File: config.mk
export PLATFORM = sky130hd
export DESIGN_NAME = umult_transconv_out
export DESIGN_NICKNAME = d
export VERILOG_FILES = /design/src/umult_pkg.sv /design/src/umult_transconv_out.sv
export SDC_FILE = /design/constraint.sdc
export NUM_CORES = 1
export LEC_CHECK = 0
export ABC_AREA = 1
export CAP_MARGIN = 5
export CORE_UTILIZATION = 30
export CTS_CLUSTER_DIAMETER = 150
export CTS_CLUSTER_SIZE = 20
export DETAILED_ROUTE_END_ITERATION = 12
export DONT_BUFFER_PORTS = 1
export PLACE_DENSITY_LB_ADDON = 0.1
export SLEW_MARGIN = 15
export SYNTH_ARGS = -nofsm -noshare
export SYNTH_HDL_FRONTEND = slang
export SYNTH_SLANG_ARGS = --single-unit
File: constraint.sdc
create_clock -name clk -period 0.9 [get_ports clk]
set_input_delay 0.09 -clock clk [delete_from_list [all_inputs] [get_ports clk]]
set_output_delay 0.09 -clock clk [all_outputs]
set_load 0.01 [all_outputs]
File: src/umult_pkg.sv
`default_nettype none

package umult_pkg;

    // ========================================================================
    // Array geometry and data sizes
    // ========================================================================

    // Signed operand and accumulator width
    localparam int DW    = 16;
    // Rows and columns of the square PE grid
    localparam int DIM   = 4;
    // Diagonal result select, one code past the last lane
    localparam int SEL_W = 3;
    // Column id handed to the accumulation stage
    localparam int COL_W = 2;

    // Which controller owns the array
    typedef enum logic {
        MODE_CONV      = 1'b0,
        MODE_TRANSCONV = 1'b1
    } conv_mode_e;

    // ========================================================================
    // Control bundles
    // ========================================================================

    // Full per-PE control set, bit index is row*DIM+col
    typedef struct packed {
        logic [DIM*DIM-1:0] en_in;
        logic [DIM*DIM-1:0] en_psum;
        logic [DIM*DIM-1:0] en_out;
        logic [DIM*DIM-1:0] clear_psum;
        // Per row, forward ifmap from left neighbour
        logic [DIM-1:0]     ifmap_sel;
        // Per row, drive conv_out from this row
        logic [DIM-1:0]     eject;
    } array_ctrl_t;

    // Row-wise control from the transposed-convolution FSM
    typedef struct packed {
        logic [DIM-1:0] weight_load;
        logic [DIM-1:0] ifmap_load;
        logic [DIM-1:0] en_psum;
        logic [DIM-1:0] clear_psum;
        logic [DIM-1:0] en_output;
        logic [DIM-1:0] ifmap_sel;
    } transconv_ctrl_t;

    // DIM lanes of DW bits, lane k in the k-th slice
    typedef logic signed [DIM-1:0][DW-1:0] data_vec_t;

endpackage

`default_nettype wire
File: src/umult_transconv_out.sv
`timescale 1ns/1ps
`default_nettype none

module umult_transconv_out
    import umult_pkg::*;
(
    input  logic                 clk,
    input  logic                 rst_n,
    input  data_vec_t            diag_out,
    input  logic [SEL_W-1:0]     done_select,
    input  logic [DIM-1:0]       en_output,
    output logic signed [DW-1:0] result,
    output logic [COL_W-1:0]     col_id,
    output logic                 partial_valid
);

    // Lowest active row this cycle
    logic [COL_W-1:0] low_idx;

    // Diagonal lane picker, zero past the last lane
    always_comb begin
        result = '0;
        if (done_select < SEL_W'(DIM)) begin
            result = diag_out[done_select[COL_W-1:0]];
        end
    end

    // ========================================================================
    // Output sync toward the accumulator
    // ========================================================================

    // Priority encode, keep last id when idle
    always_comb begin
        low_idx = col_id;
        for (int k = DIM - 1; k >= 0; k--) begin
            if (en_output[k]) begin
                low_idx = COL_W'(k);
            end
        end
    end

    // Lines up with the output register update
    always_ff @(posedge clk or negedge rst_n) begin
        if (!rst_n) begin
            partial_valid <= 1'b0;
            col_id        <= '0;
        end else begin
            partial_valid <= |en_output;
            col_id        <= low_idx;
        end
    end

endmodule

`default_nettype wire

==> flow_summary.json <==
{
  "asyncSetResetFlopFracSynth_pct": 100,
  "gr-total-overflow": 0,
  "post_cts_buffers": 0,
  "worst_clock_skew_ns": 0,
  "sum_neg_setup_slack_ns": 0,
  "synthesis.instances": 203,
  "finish.utilization_pct": 33.2,
  "run_status": "finished with violations",
  "worst_skew_pair.late_latency_ns": 0.23,
  "clockRootBuffer": "sky130_fd_sc_hd__clkbuf_4",
  "post-route-drc-count": 4,
  "rsz0062_at_grt": "no",
  "cts.sinks": 3,
  "synth_enable_flop_cells": 0,
  "initialDrtViolationCount": 46,
  "yosys_warnings": 0,
  "worst_setup_path_type": "in -> out",
  "timing.final.setup_violations": 0,
  "ant_nets": 0,
  "design.final.nets": 272,
  "buffer_ports.inserted": 0,
  "comb_power_share_pct": 44.6,
  "end_kind": "output port",
  "antenna_violations_before_repair": 0,
  "crit_path_max_fanout": 17,
  "worst_hold_check_path_type": "in -> reg",
  "synth_largest_type_area_fraction_pct": 26.7,
  "yosys.area.top_type": "sky130_fd_sc_hd__inv_1",
  "design_area_um2": 946,
  "clock_path_buffers": 2,
  "final_critical_path_share_of_the_clock_period_pct": 84.7,
  "total_global_route_track_usage_pct": 14.8,
  "drv_cap": 0,
  "wl_per_cell_um": 11.4,
  "worstSetupStartpointType": "input port",
  "depth_of_the_cts_h_tree": 1,
  "hpwl_um": 1990,
  "worst-slew-pin-transition_ns": 0.307,
  "placementRows": 19,
  "top_level_ports": 92,
  "net_switching_power_figure_w": 0.000261,
  "max_slew_violation_count": 0,
  "sequential_group_share_of_total_power_pct": 21.9,
  "via_count_of_the_first_global_routing_pass": 1009,
  "design.die.area_mm2": 0.00336,
  "switching_share_pct": 38.0,
  "pwr_density_cell_mw_per_mm2": 727,
  "power.share.clock_pct": 33.5,
  "grt_max_degree": 34,
  "relSlewSlack_pct": 79.6,
  "synthFlopType": "sky130_fd_sc_hd__dfrtp_1",
  "synth_area_leaders": "sky130_fd_sc_hd__inv_1 (27%), sky130_fd_sc_hd__nand2_1 (26%), sky130_fd_sc_hd__nand3_1 (18%), sky130_fd_sc_hd__a21oi_1 (9.0%), sky130_fd_sc_hd__dfrtp_1 (8.0%)",
  "antennaDiodeCount": 0,
  "floorplan.die.width_um": 58.0,
  "start_util_pct": 33.0,
  "synth_sequential_area_ratio_pct": 7.98,
  "drive_above_1_share_pct": 2.53,
  "cellInternalPower_w": 0.000427,
  "achievable-frequency_mhz": 1310,
  "clk_pin_slew_worst_paths_ns": 0.04,
  "postSynthRegisterBits": 3,
  "area.growth.synth_to_final_pct": 0.532,
  "yosys-top-cells-count": "sky130_fd_sc_hd__inv_1 (67), sky130_fd_sc_hd__nand2_1 (65), sky130_fd_sc_hd__nand3_1 (33)",
  "syn_nets": 276,
  "grt_pass1_wl_um": 4090,
  "post_drt_via_cell_ratio": 4.91,
  "max-vdd-ir-drop_mv": 0.319,
  "cp.arrival_ns": 0.67,
  "totalWireLength_um": 2610,
  "synth_cell_type_count": 14,
  "cts-buffers-inserted": 3,
  "p_total_w": 0.000688,
  "yosys.cell_count.top_type": "sky130_fd_sc_hd__inv_1",
  "die-height_um": 58.0,
  "fin_crit_ns": 0.762,
  "core_box_area_mm2": 0.00285,
  "tritoncts_clock_tree": "built",
  "report.final.hold_viol_count": 0,
  "cp_data_required_time_ns": 0.81,
  "syn_area_um2": 941,
  "route.vias.total": 1124,
  "gp_congestion": 0.699,
  "failed_checks": "design-rule violations",
  "detailedRoute.firstPassIterationCount": 8,
  "dpl-instance-area_um2": 887,
  "syn_area_per_cell_um2": 4.63,
  "p_leak_nw": 0.667
}
-- routing by layer --
| layer | part of all wire, % | GRT usage, % |
|---|---|---|
| met2 | 50 | 26.6 |
| met1 | 43 | 18.0 |
| met4 | 0 | 2.38 |
| met5 | 0 | 0 |
| met3 | 7.0 | 3.79 |
-- stage by stage --
step / worst slack [ns] / hold slack (ns) / cells
after global routing: 0.0779 / 0.0122 / 229
final: 0.138 / 0.0126 / 229
after CTS: 0.0389 / 0.00863 / 229
after floorplan: 0.0760 / -0.206 / 203
after global placement: 0.0453 / -0.206 / 222
after detailed placement: 0.0391 / -0.206 / 222
-- sequential cells by signal, indices dropped and copies added, names as in the netlist --
name	count
partial_valid	1
col_id	2
-- timing repair --
item / CTS / global route
hold buffers: 3 / 0
setup endpoints to repair: 0 / 16
resized for setup: 0 / 2
endpoints found under the hold margin: 4 / 0
-- placed cells by master (no fill, tap or decap), drive strengths merged --
master / instances
a21oi: 17
nand3: 33
clkinv: 1
dfrtp: 3
nor3: 2
nand2: 65
clkbuf: 4
nor2: 1
o21ai: 1
dlygate4sd3: 3
inv: 68
-- path summary, 6_finish.rpt --
path,startpoint,slack (ns),depth (start not counted),end
min in group asynchronous,rst_n,0.11,1,col_id[1]
worst max-delay path,done_select[1],0.14,3,result[4]
worst max register to register,col_id[1],0.15,2,col_id[1]
worst min-delay path,en_output[3],0.01,2,partial_valid
worst min register to register,col_id[0],0.59,2,col_id[0]
max in group asynchronous,rst_n,0.65,1,col_id[0]
-- power by group through the flow --
stage,combinational (W),clock (W),sequential (W)
final,0.000307,0.000230,0.000151
after global routing,0.000357,0.000256,0.000151
after CTS,0.000310,0.000241,0.000151
after detailed placement,0.000296,0,0.000153
after global placement,0.000296,0,0.000153
after floorplan,0.000316,0,0.000151
-- layout make-up --
type,instances,area [um^2]
timing repair buffer,3,30.0
multi-input combinational,119,513
tap,31,38.8
inverter,69,263
sequential,3,75.1
clock buffer,4,26.3
fill,351,1910
-- worst max-delay path, cell delays in order --
cell and delay [ns]:
sky130_fd_sc_hd__clkinv_2 0.17, sky130_fd_sc_hd__nand3_1 0.11, sky130_fd_sc_hd__a21oi_1 0.30
-- kinds of logic (layout without fill, tap and decap cells) --
kind of cell	Yosys count	after routing	share of synthesized area, %
AO/OA/AOI/OAI	18	18	9.57
AND/OR/NAND/NOR	101	101	44.9
flip-flops	3	3	7.98
buffers and inverters	81	76	37.5
(Power assumes the default switching activity.)
