## src/umult_pkg.sv

```systemverilog
`default_nettype none

package umult_pkg;

    // ========================================================================
    // Array geometry and data sizes
    // ========================================================================

    // Signed operand and accumulator width
    localparam int DW    = 16;
    // Rows and columns of the square PE grid
    localparam int DIM   = 4;
    // Diagonal result select, one code past the last lane
    localparam int SEL_W = 3;
    // Column id handed to the accumulation stage
    localparam int COL_W = 2;

    // Which controller owns the array
    typedef enum logic {
        MODE_CONV      = 1'b0,
        MODE_TRANSCONV = 1'b1
    } conv_mode_e;

    // ========================================================================
    // Control bundles
    // ========================================================================

    // Full per-PE control set, bit index is row*DIM+col
    typedef struct packed {
        logic [DIM*DIM-1:0] en_in;
        logic [DIM*DIM-1:0] en_psum;
        logic [DIM*DIM-1:0] en_out;
        logic [DIM*DIM-1:0] clear_psum;
        // Per row, forward ifmap from left neighbour
        logic [DIM-1:0]     ifmap_sel;
        // Per row, drive conv_out from this row
        logic [DIM-1:0]     eject;
    } array_ctrl_t;

    // Row-wise control from the transposed-convolution FSM
    typedef struct packed {
        logic [DIM-1:0] weight_load;
        logic [DIM-1:0] ifmap_load;
        logic [DIM-1:0] en_psum;
        logic [DIM-1:0] clear_psum;
        logic [DIM-1:0] en_output;
        logic [DIM-1:0] ifmap_sel;
    } transconv_ctrl_t;

    // DIM lanes of DW bits, lane k in the k-th slice
    typedef logic signed [DIM-1:0][DW-1:0] data_vec_t;

endpackage

`default_nettype wire
```

## src/umult_ctrl_map.sv

```systemverilog
`timescale 1ns/1ps
`default_nettype none

module umult_ctrl_map
    import umult_pkg::*;
(
    input  conv_mode_e      mode,
    input  array_ctrl_t     conv_ctrl,
    input  transconv_ctrl_t transconv_ctrl,
    output array_ctrl_t     array_ctrl
);

    // Array control image built from the row-wise transconv set
    array_ctrl_t tc_image;

    // ========================================================================
    // Diagonal fan-out
    // ========================================================================

    always_comb begin
        // Off-diagonal PEs stay idle
        tc_image = '0;
        for (int r = 0; r < DIM; r++) begin
            // Either load strobe opens the operand registers
            tc_image.en_in[r*DIM + r]      = transconv_ctrl.weight_load[r] |
                                             transconv_ctrl.ifmap_load[r];
            tc_image.en_psum[r*DIM + r]    = transconv_ctrl.en_psum[r];
            tc_image.clear_psum[r*DIM + r] = transconv_ctrl.clear_psum[r];
            tc_image.en_out[r*DIM + r]     = transconv_ctrl.en_output[r];
        end
        tc_image.ifmap_sel = transconv_ctrl.ifmap_sel;
        // No row eject in transposed mode
        tc_image.eject     = '0;
    end

    // ========================================================================
    // Mode multiplexer
    // ========================================================================

    assign array_ctrl = (mode == MODE_TRANSCONV) ? tc_image : conv_ctrl;

endmodule

`default_nettype wire

```

## config.mk

```make
export PLATFORM = sky130hd
export DESIGN_NAME = umult_ctrl_map
export DESIGN_NICKNAME = d
export VERILOG_FILES = /design/src/umult_pkg.sv /design/src/umult_ctrl_map.sv
export SDC_FILE = /design/constraint.sdc
export NUM_CORES = 1
export LEC_CHECK = 0
export ABC_AREA = 1
export ABC_CLOCK_PERIOD_IN_PS = 900
export BUFFER_PORTS_ARGS = -buffer_cell sky130_fd_sc_hd__buf_4
export CAP_MARGIN = 0
export CORE_AREA = 2 2 65 67
export DETAILED_ROUTE_END_ITERATION = 8
export DIE_AREA = 0 0 67 69
export PLACE_DENSITY = 0.76
export SYNTH_ARGS = -nofsm -noshare
export SYNTH_HDL_FRONTEND = slang
export SYNTH_SLANG_ARGS = --single-unit
```

## constraint.sdc

```tcl
create_clock -name vclk -period 0.9
set_clock_uncertainty 0.1 [all_clocks]
set_input_delay 0.045 -clock vclk [all_inputs]
set_output_delay 0.045 -clock vclk [all_outputs]
set_load 0.05 [all_outputs]
```

==> results of run 1 <==
worst min-delay path, stage by stage:
cell    delay [ns]
buf_4         0.11
inv_1         0.04
nor2_1        0.03
buf_4         0.17
placed cells by master (no fill, tap or decap):
cell         n
buf_12       3
buf_4      171
buf_6        3
clkbuf_16    1
inv_1       52
inv_4        1
nand2_1     56
nor2_1      41
nor2_2       1
nor2_4      10
o21ai_0      4
how the worst max path moves through the flow:
stage                     start             end  slack [ns]  cells past startpoint
after global routing       mode  array_ctrl[29]      -0.005                      5
final                      mode  array_ctrl[63]        0.02                      5
after CTS                  mode  array_ctrl[63]       0.005                      5
after floorplan            mode  array_ctrl[10]       -0.21                      3
after global placement     mode  array_ctrl[56]       -0.14                      5
after detailed placement   mode  array_ctrl[56]       -0.14                      5
layout make-up:
| type | instances | area, µm² | area share, % |
|---|---|---|---|
| Timing Repair Buffer | 178 | 1400 | 64.6 |
| Tap cell | 50 | 62.6 | 2.88 |
| Multi-Input combinational cell | 112 | 503 | 23.2 |
| Inverter | 53 | 201 | 9.28 |
stage by stage:
step | hold slack, ns | utilization [%]
CTS | 0.325 | 54.4
floorplan | 0.141 | -
global placement | 0.334 | 53.9
finish | 0.338 | 55.4
detailed placement | 0.338 | 53.9
global route | 0.349 | 55.4
layer usage:
metal	vias up	track usage (%)	wire length, µm
met5	-	0	0
met4	0	2.72	45
met3	6	2.28	397
met2	81	30.0	2070
met1	611	13.5	1210
li1	804	-	-
where the power goes:
group	total [µW]	switching [µW]	internal [µW]	leakage, µW
Combinational	1650	1010	647	0.00146
Clock	0	0	0	0
Sequential	0	0	0	0
cells by family after synthesis:
family / share of synthesized area (%)
simple gates: 55.3
buf+inv: 42.0
compound gates: 2.73
repair_timing:
action,in CTS,in global routing
endpoints found under the setup margin,30,8
pin swaps,0,0
hold buffers,0,0
gates cloned,0,1
gates resized for setup,6,3
==> impl_metrics.toml, run 1 <==
[outcome]
status = "finished, final reports clean"

[synthesis]
syn_inst = 175
yosysMostFrequentCell = "nand2_1"
syn-num-nets = 272
yosys-top-cells-count = "nand2_1 (56), inv_1 (52), nor2_1 (52)"
yosysUniqueCellTypes = 7
netlist_area_um2 = 733
ys_warn_count = 0
synth.largest_area_cell = "nand2_1"
post_synth_main_area_contributors = "nand2_1 (29%), inv_1 (27%), nor2_1 (27%)"
synth_top_area_share_pct = 28.7
ys_seq_area_share_pct = 0
avgSynthCellArea_um2 = 4.19

[timing]
layout_worst_path_cycle_share_pct = 98.0
worst_slew_pin_slew_ns = 0.189
slew_violations = 0
hold_viol_final = 0
slew_headroom_pct = 87.4
tns_ns = 0
fin_crit_ns = 0.882
finalWorstSetupSlack_ns = 0.0183
setup_viol = 0
fmax_mhz = 1130
grt_setup_unrepaired = "yes"

[placement]
routabilityCongestion = 0.809
post-place-cells = 392
place_area_um2 = 2110
dpl_worst_slack_ns = -0.137
numPortBuffers = 169
detailed_place_hpwl_um = 3190

[setup_path]
crit_fanout = 16
path_delay_family = "buffers and inverters"
path_cells = "buf_12 > buf_4 > buf_4 > nor2_4 > buf_6"
crit_top_cell = "buf_4"
cp_slowest_cell = "buf_6"
critical_path_class = "primary input to output port"
cp-end-kind = "output port"
required_ns = 0.75
crit_buf_inv = 4
worstSetupStartpointType = "primary input"
cpPeakStageDelay_ns = 0.16
arrival_ns = 0.74

[power]
p_per_area_nw_per_um2 = 762
power_uw = 1650
peakVddDrop_uv = 354
p_leak_uw = 0.00146

[global_routing]
grt_pass1_wl_um = 5600
antenna_found_initial = 0
overflow = 0
grt_pass1_vias = 1386
grt_usage_pct = 14.3
grt_max_degree = 30

[clocking]
post_cts_buffers = 0

[final_layout]
drive_gt1_share_pct = 55.4
fillers = 411
finalNetCount = 442
num_antenna_cells = 0
clock_buffers = 0
syn_to_final_growth_pct = 196
seq_cell_count = 0
design_area_um2 = 2170
layoutNonFillerInstCount = 393
seq_area_um2 = 0

[hold_path]
whs_endpoint = "array_ctrl[12]"
hp-class = "primary input to output port"
hold_start = "conv_ctrl[12]"
hold_path_depth = 4

[drt]
antenna_left = 0
drt_iter0_drc = 17
routedWlPerCell_um = 9.47
first_pass_iters = 4
drc = 0
via_count = 1502
avgViaCountPerCell = 3.82
routed_wl_um = 3720

[floorplan]
pin_count = 169
core_area_um2 = 3910
dieWidth_um = 67
start_util_pct = 18.7
die_h_um = 69
dieArea_um2 = 4620
rows = 23

[flow_run]
max_cap_viol_count = 0
No activity file was read; power rests on OpenSTA's default activity.
==> run 2, diff against run 1 <==
--- a/config.mk
+++ b/config.mk
@@ -12,7 +12,9 @@
 export CORE_AREA = 2 2 65 67
 export DETAILED_ROUTE_END_ITERATION = 8
 export DIE_AREA = 0 0 67 69
+export MAX_ROUTING_LAYER = met4
 export PLACE_DENSITY = 0.76
+export RECOVER_POWER = 25
 export SYNTH_ARGS = -nofsm -noshare
 export SYNTH_HDL_FRONTEND = slang
 export SYNTH_SLANG_ARGS = --single-unit
==> run 2 against run 1 <==
Against the previous run:
- sequential cell count did not move
- combinational power about the same
- power fell by 1.3%
- global-route usage grew 0.42 points
- non-clock buffer count unchanged
- critical path depth did not move
- highest routed layer unchanged
- critical path type unchanged
- die area is the same
- via count barely moved
- maximum frequency hardly changed
- count of clock-buffer cells in the layout is the same
- routed wire length is 0.11% lower
- core utilization is 0.96 points lower
==> impl_metrics.toml, run 2 (synthesized netlist as in run 1, its figures left out) <==
[timing]
fin_crit_ns = 0.882
hold_viol_final = 0
tns_ns = 0
fmax_mhz = 1130
slew_violations = 0
fin_worst_hold_slack_ns = 0.338
slew_headroom_pct = 80.3
grt_setup_unrepaired = "yes"
setup_viol = 0
layout_worst_path_cycle_share_pct = 98.0
finalWorstSetupSlack_ns = 0.0177
worst_slew_pin_slew_ns = 0.296

[hold_path]
hp-class = "primary input to output port"
hold_path_depth = 4
whs_endpoint = "array_ctrl[12]"
hold_start = "conv_ctrl[12]"

[floorplan]
pin_count = 169
dieWidth_um = 67
rows = 23
core_area_um2 = 3910
start_util_pct = 18.7
dieArea_um2 = 4620
die_h_um = 69

[setup_path]
crit_start = "mode"
required_ns = 0.75
worstSetupStartpointType = "primary input"
cp-end-kind = "output port"
crit_fanout = 16
critical_path_class = "primary input to output port"
arrival_ns = 0.74

[final_layout]
num_antenna_cells = 0
final_cell_mix = "buf_4 (155), nand2_1 (56), inv_1 (52)"
fillers = 424
seq_area_um2 = 0
syn_to_final_growth_pct = 191
design_area_um2 = 2130
seq_cell_count = 0
finalNetCount = 442
clock_buffers = 0
final_common_cell = "buf_4"
multi_input_area_um2 = 503
drive_gt1_share_pct = 55.4
layoutNonFillerInstCount = 393

[power]
p_sw_share_pct = 61.7
power.net_switching_uw = 1010
p_leak_uw = 0.00145
peakVddDrop_uv = 339
p_per_area_nw_per_um2 = 765
pwr-share-clk_pct = 0
power_frac_seq_pct = 0
p_comb_share_pct = 100.0
p_int_uw = 625

[drt]
first_pass_iters = 4
drc = 0
avgViaCountPerCell = 3.82
routed_wl_um = 3720
routedWlPerCell_um = 9.46
antenna_left = 0
via_count = 1503
drt_iter0_drc = 18

[outcome]
status = "finished, final reports clean"

[global_routing]
grt_pass1_wl_um = 5610
grt_usage_pct = 14.7
grt_max_degree = 30
antenna_found_initial = 0
overflow = 0
grt_pass1_vias = 1385

[clocking]
hold_buffers = 0

[placement]
post-place-cells = 392
routabilityCongestion = 0.820
detailed_place_hpwl_um = 3190
numPortBuffers = 169
place_area_um2 = 2110
dpl_worst_slack_ns = -0.137

[flow_run]
max_cap_viol_count = 0
-- run 2: layout make-up --
class / instances / share of cell area [%]
repair buffers: 178 / 64.0
multi-input cells: 112 / 23.6
inverters: 53 / 9.45
well taps: 50 / 2.93
-- run 2: metal layers --
metal  GRT usage [%]  wire [µm]
met5               -          0
met4            2.72         45
met3            1.79        385
met2            29.9       2070
met1            14.0       1220
-- run 2: critical path, stage by stage --
cell    delay, ns
buf_12       0.13
buf_4        0.15
buf_4        0.13
nor2_4       0.08
buf_4        0.19
-- run 2: power groups by stage --
stage / logic, µW / clock network, µW / registers [µW]
detailed placement: 1630 / 0 / 0
floorplan: 986 / 0 / 0
finish: 1630 / 0 / 0
global placement: 1620 / 0 / 0
CTS: 1650 / 0 / 0
global route: 1730 / 0 / 0
-- run 2: metrics by stage --
stage | util [%] | total power, µW
after detailed placement | 53.9 | 1630
after CTS | 54.4 | 1650
after floorplan | - | 986
after global placement | 53.9 | 1620
final | 54.5 | 1630
after global routing | 54.5 | 1730
-- run 2: worst max path at each step --
| stage | endpoint | slack (ns) | cells past startpoint |
|---|---|---|---|
| finish | array_ctrl[36] | 0.02 | 5 |
| global route | array_ctrl[63] | -0.006 | 5 |
| CTS | array_ctrl[63] | 0.005 | 5 |
| detailed placement | array_ctrl[56] | -0.14 | 5 |
| global placement | array_ctrl[56] | -0.14 | 5 |
| floorplan | array_ctrl[10] | -0.21 | 3 |
-- run 2: repair_timing --
| action | CTS | global route |
|---|---|---|
| gates cloned | 0 | 1 |
| setup buffers | 0 | 0 |
| resized for setup | 6 | 3 |
| setup endpoints to repair | 30 | 8 |
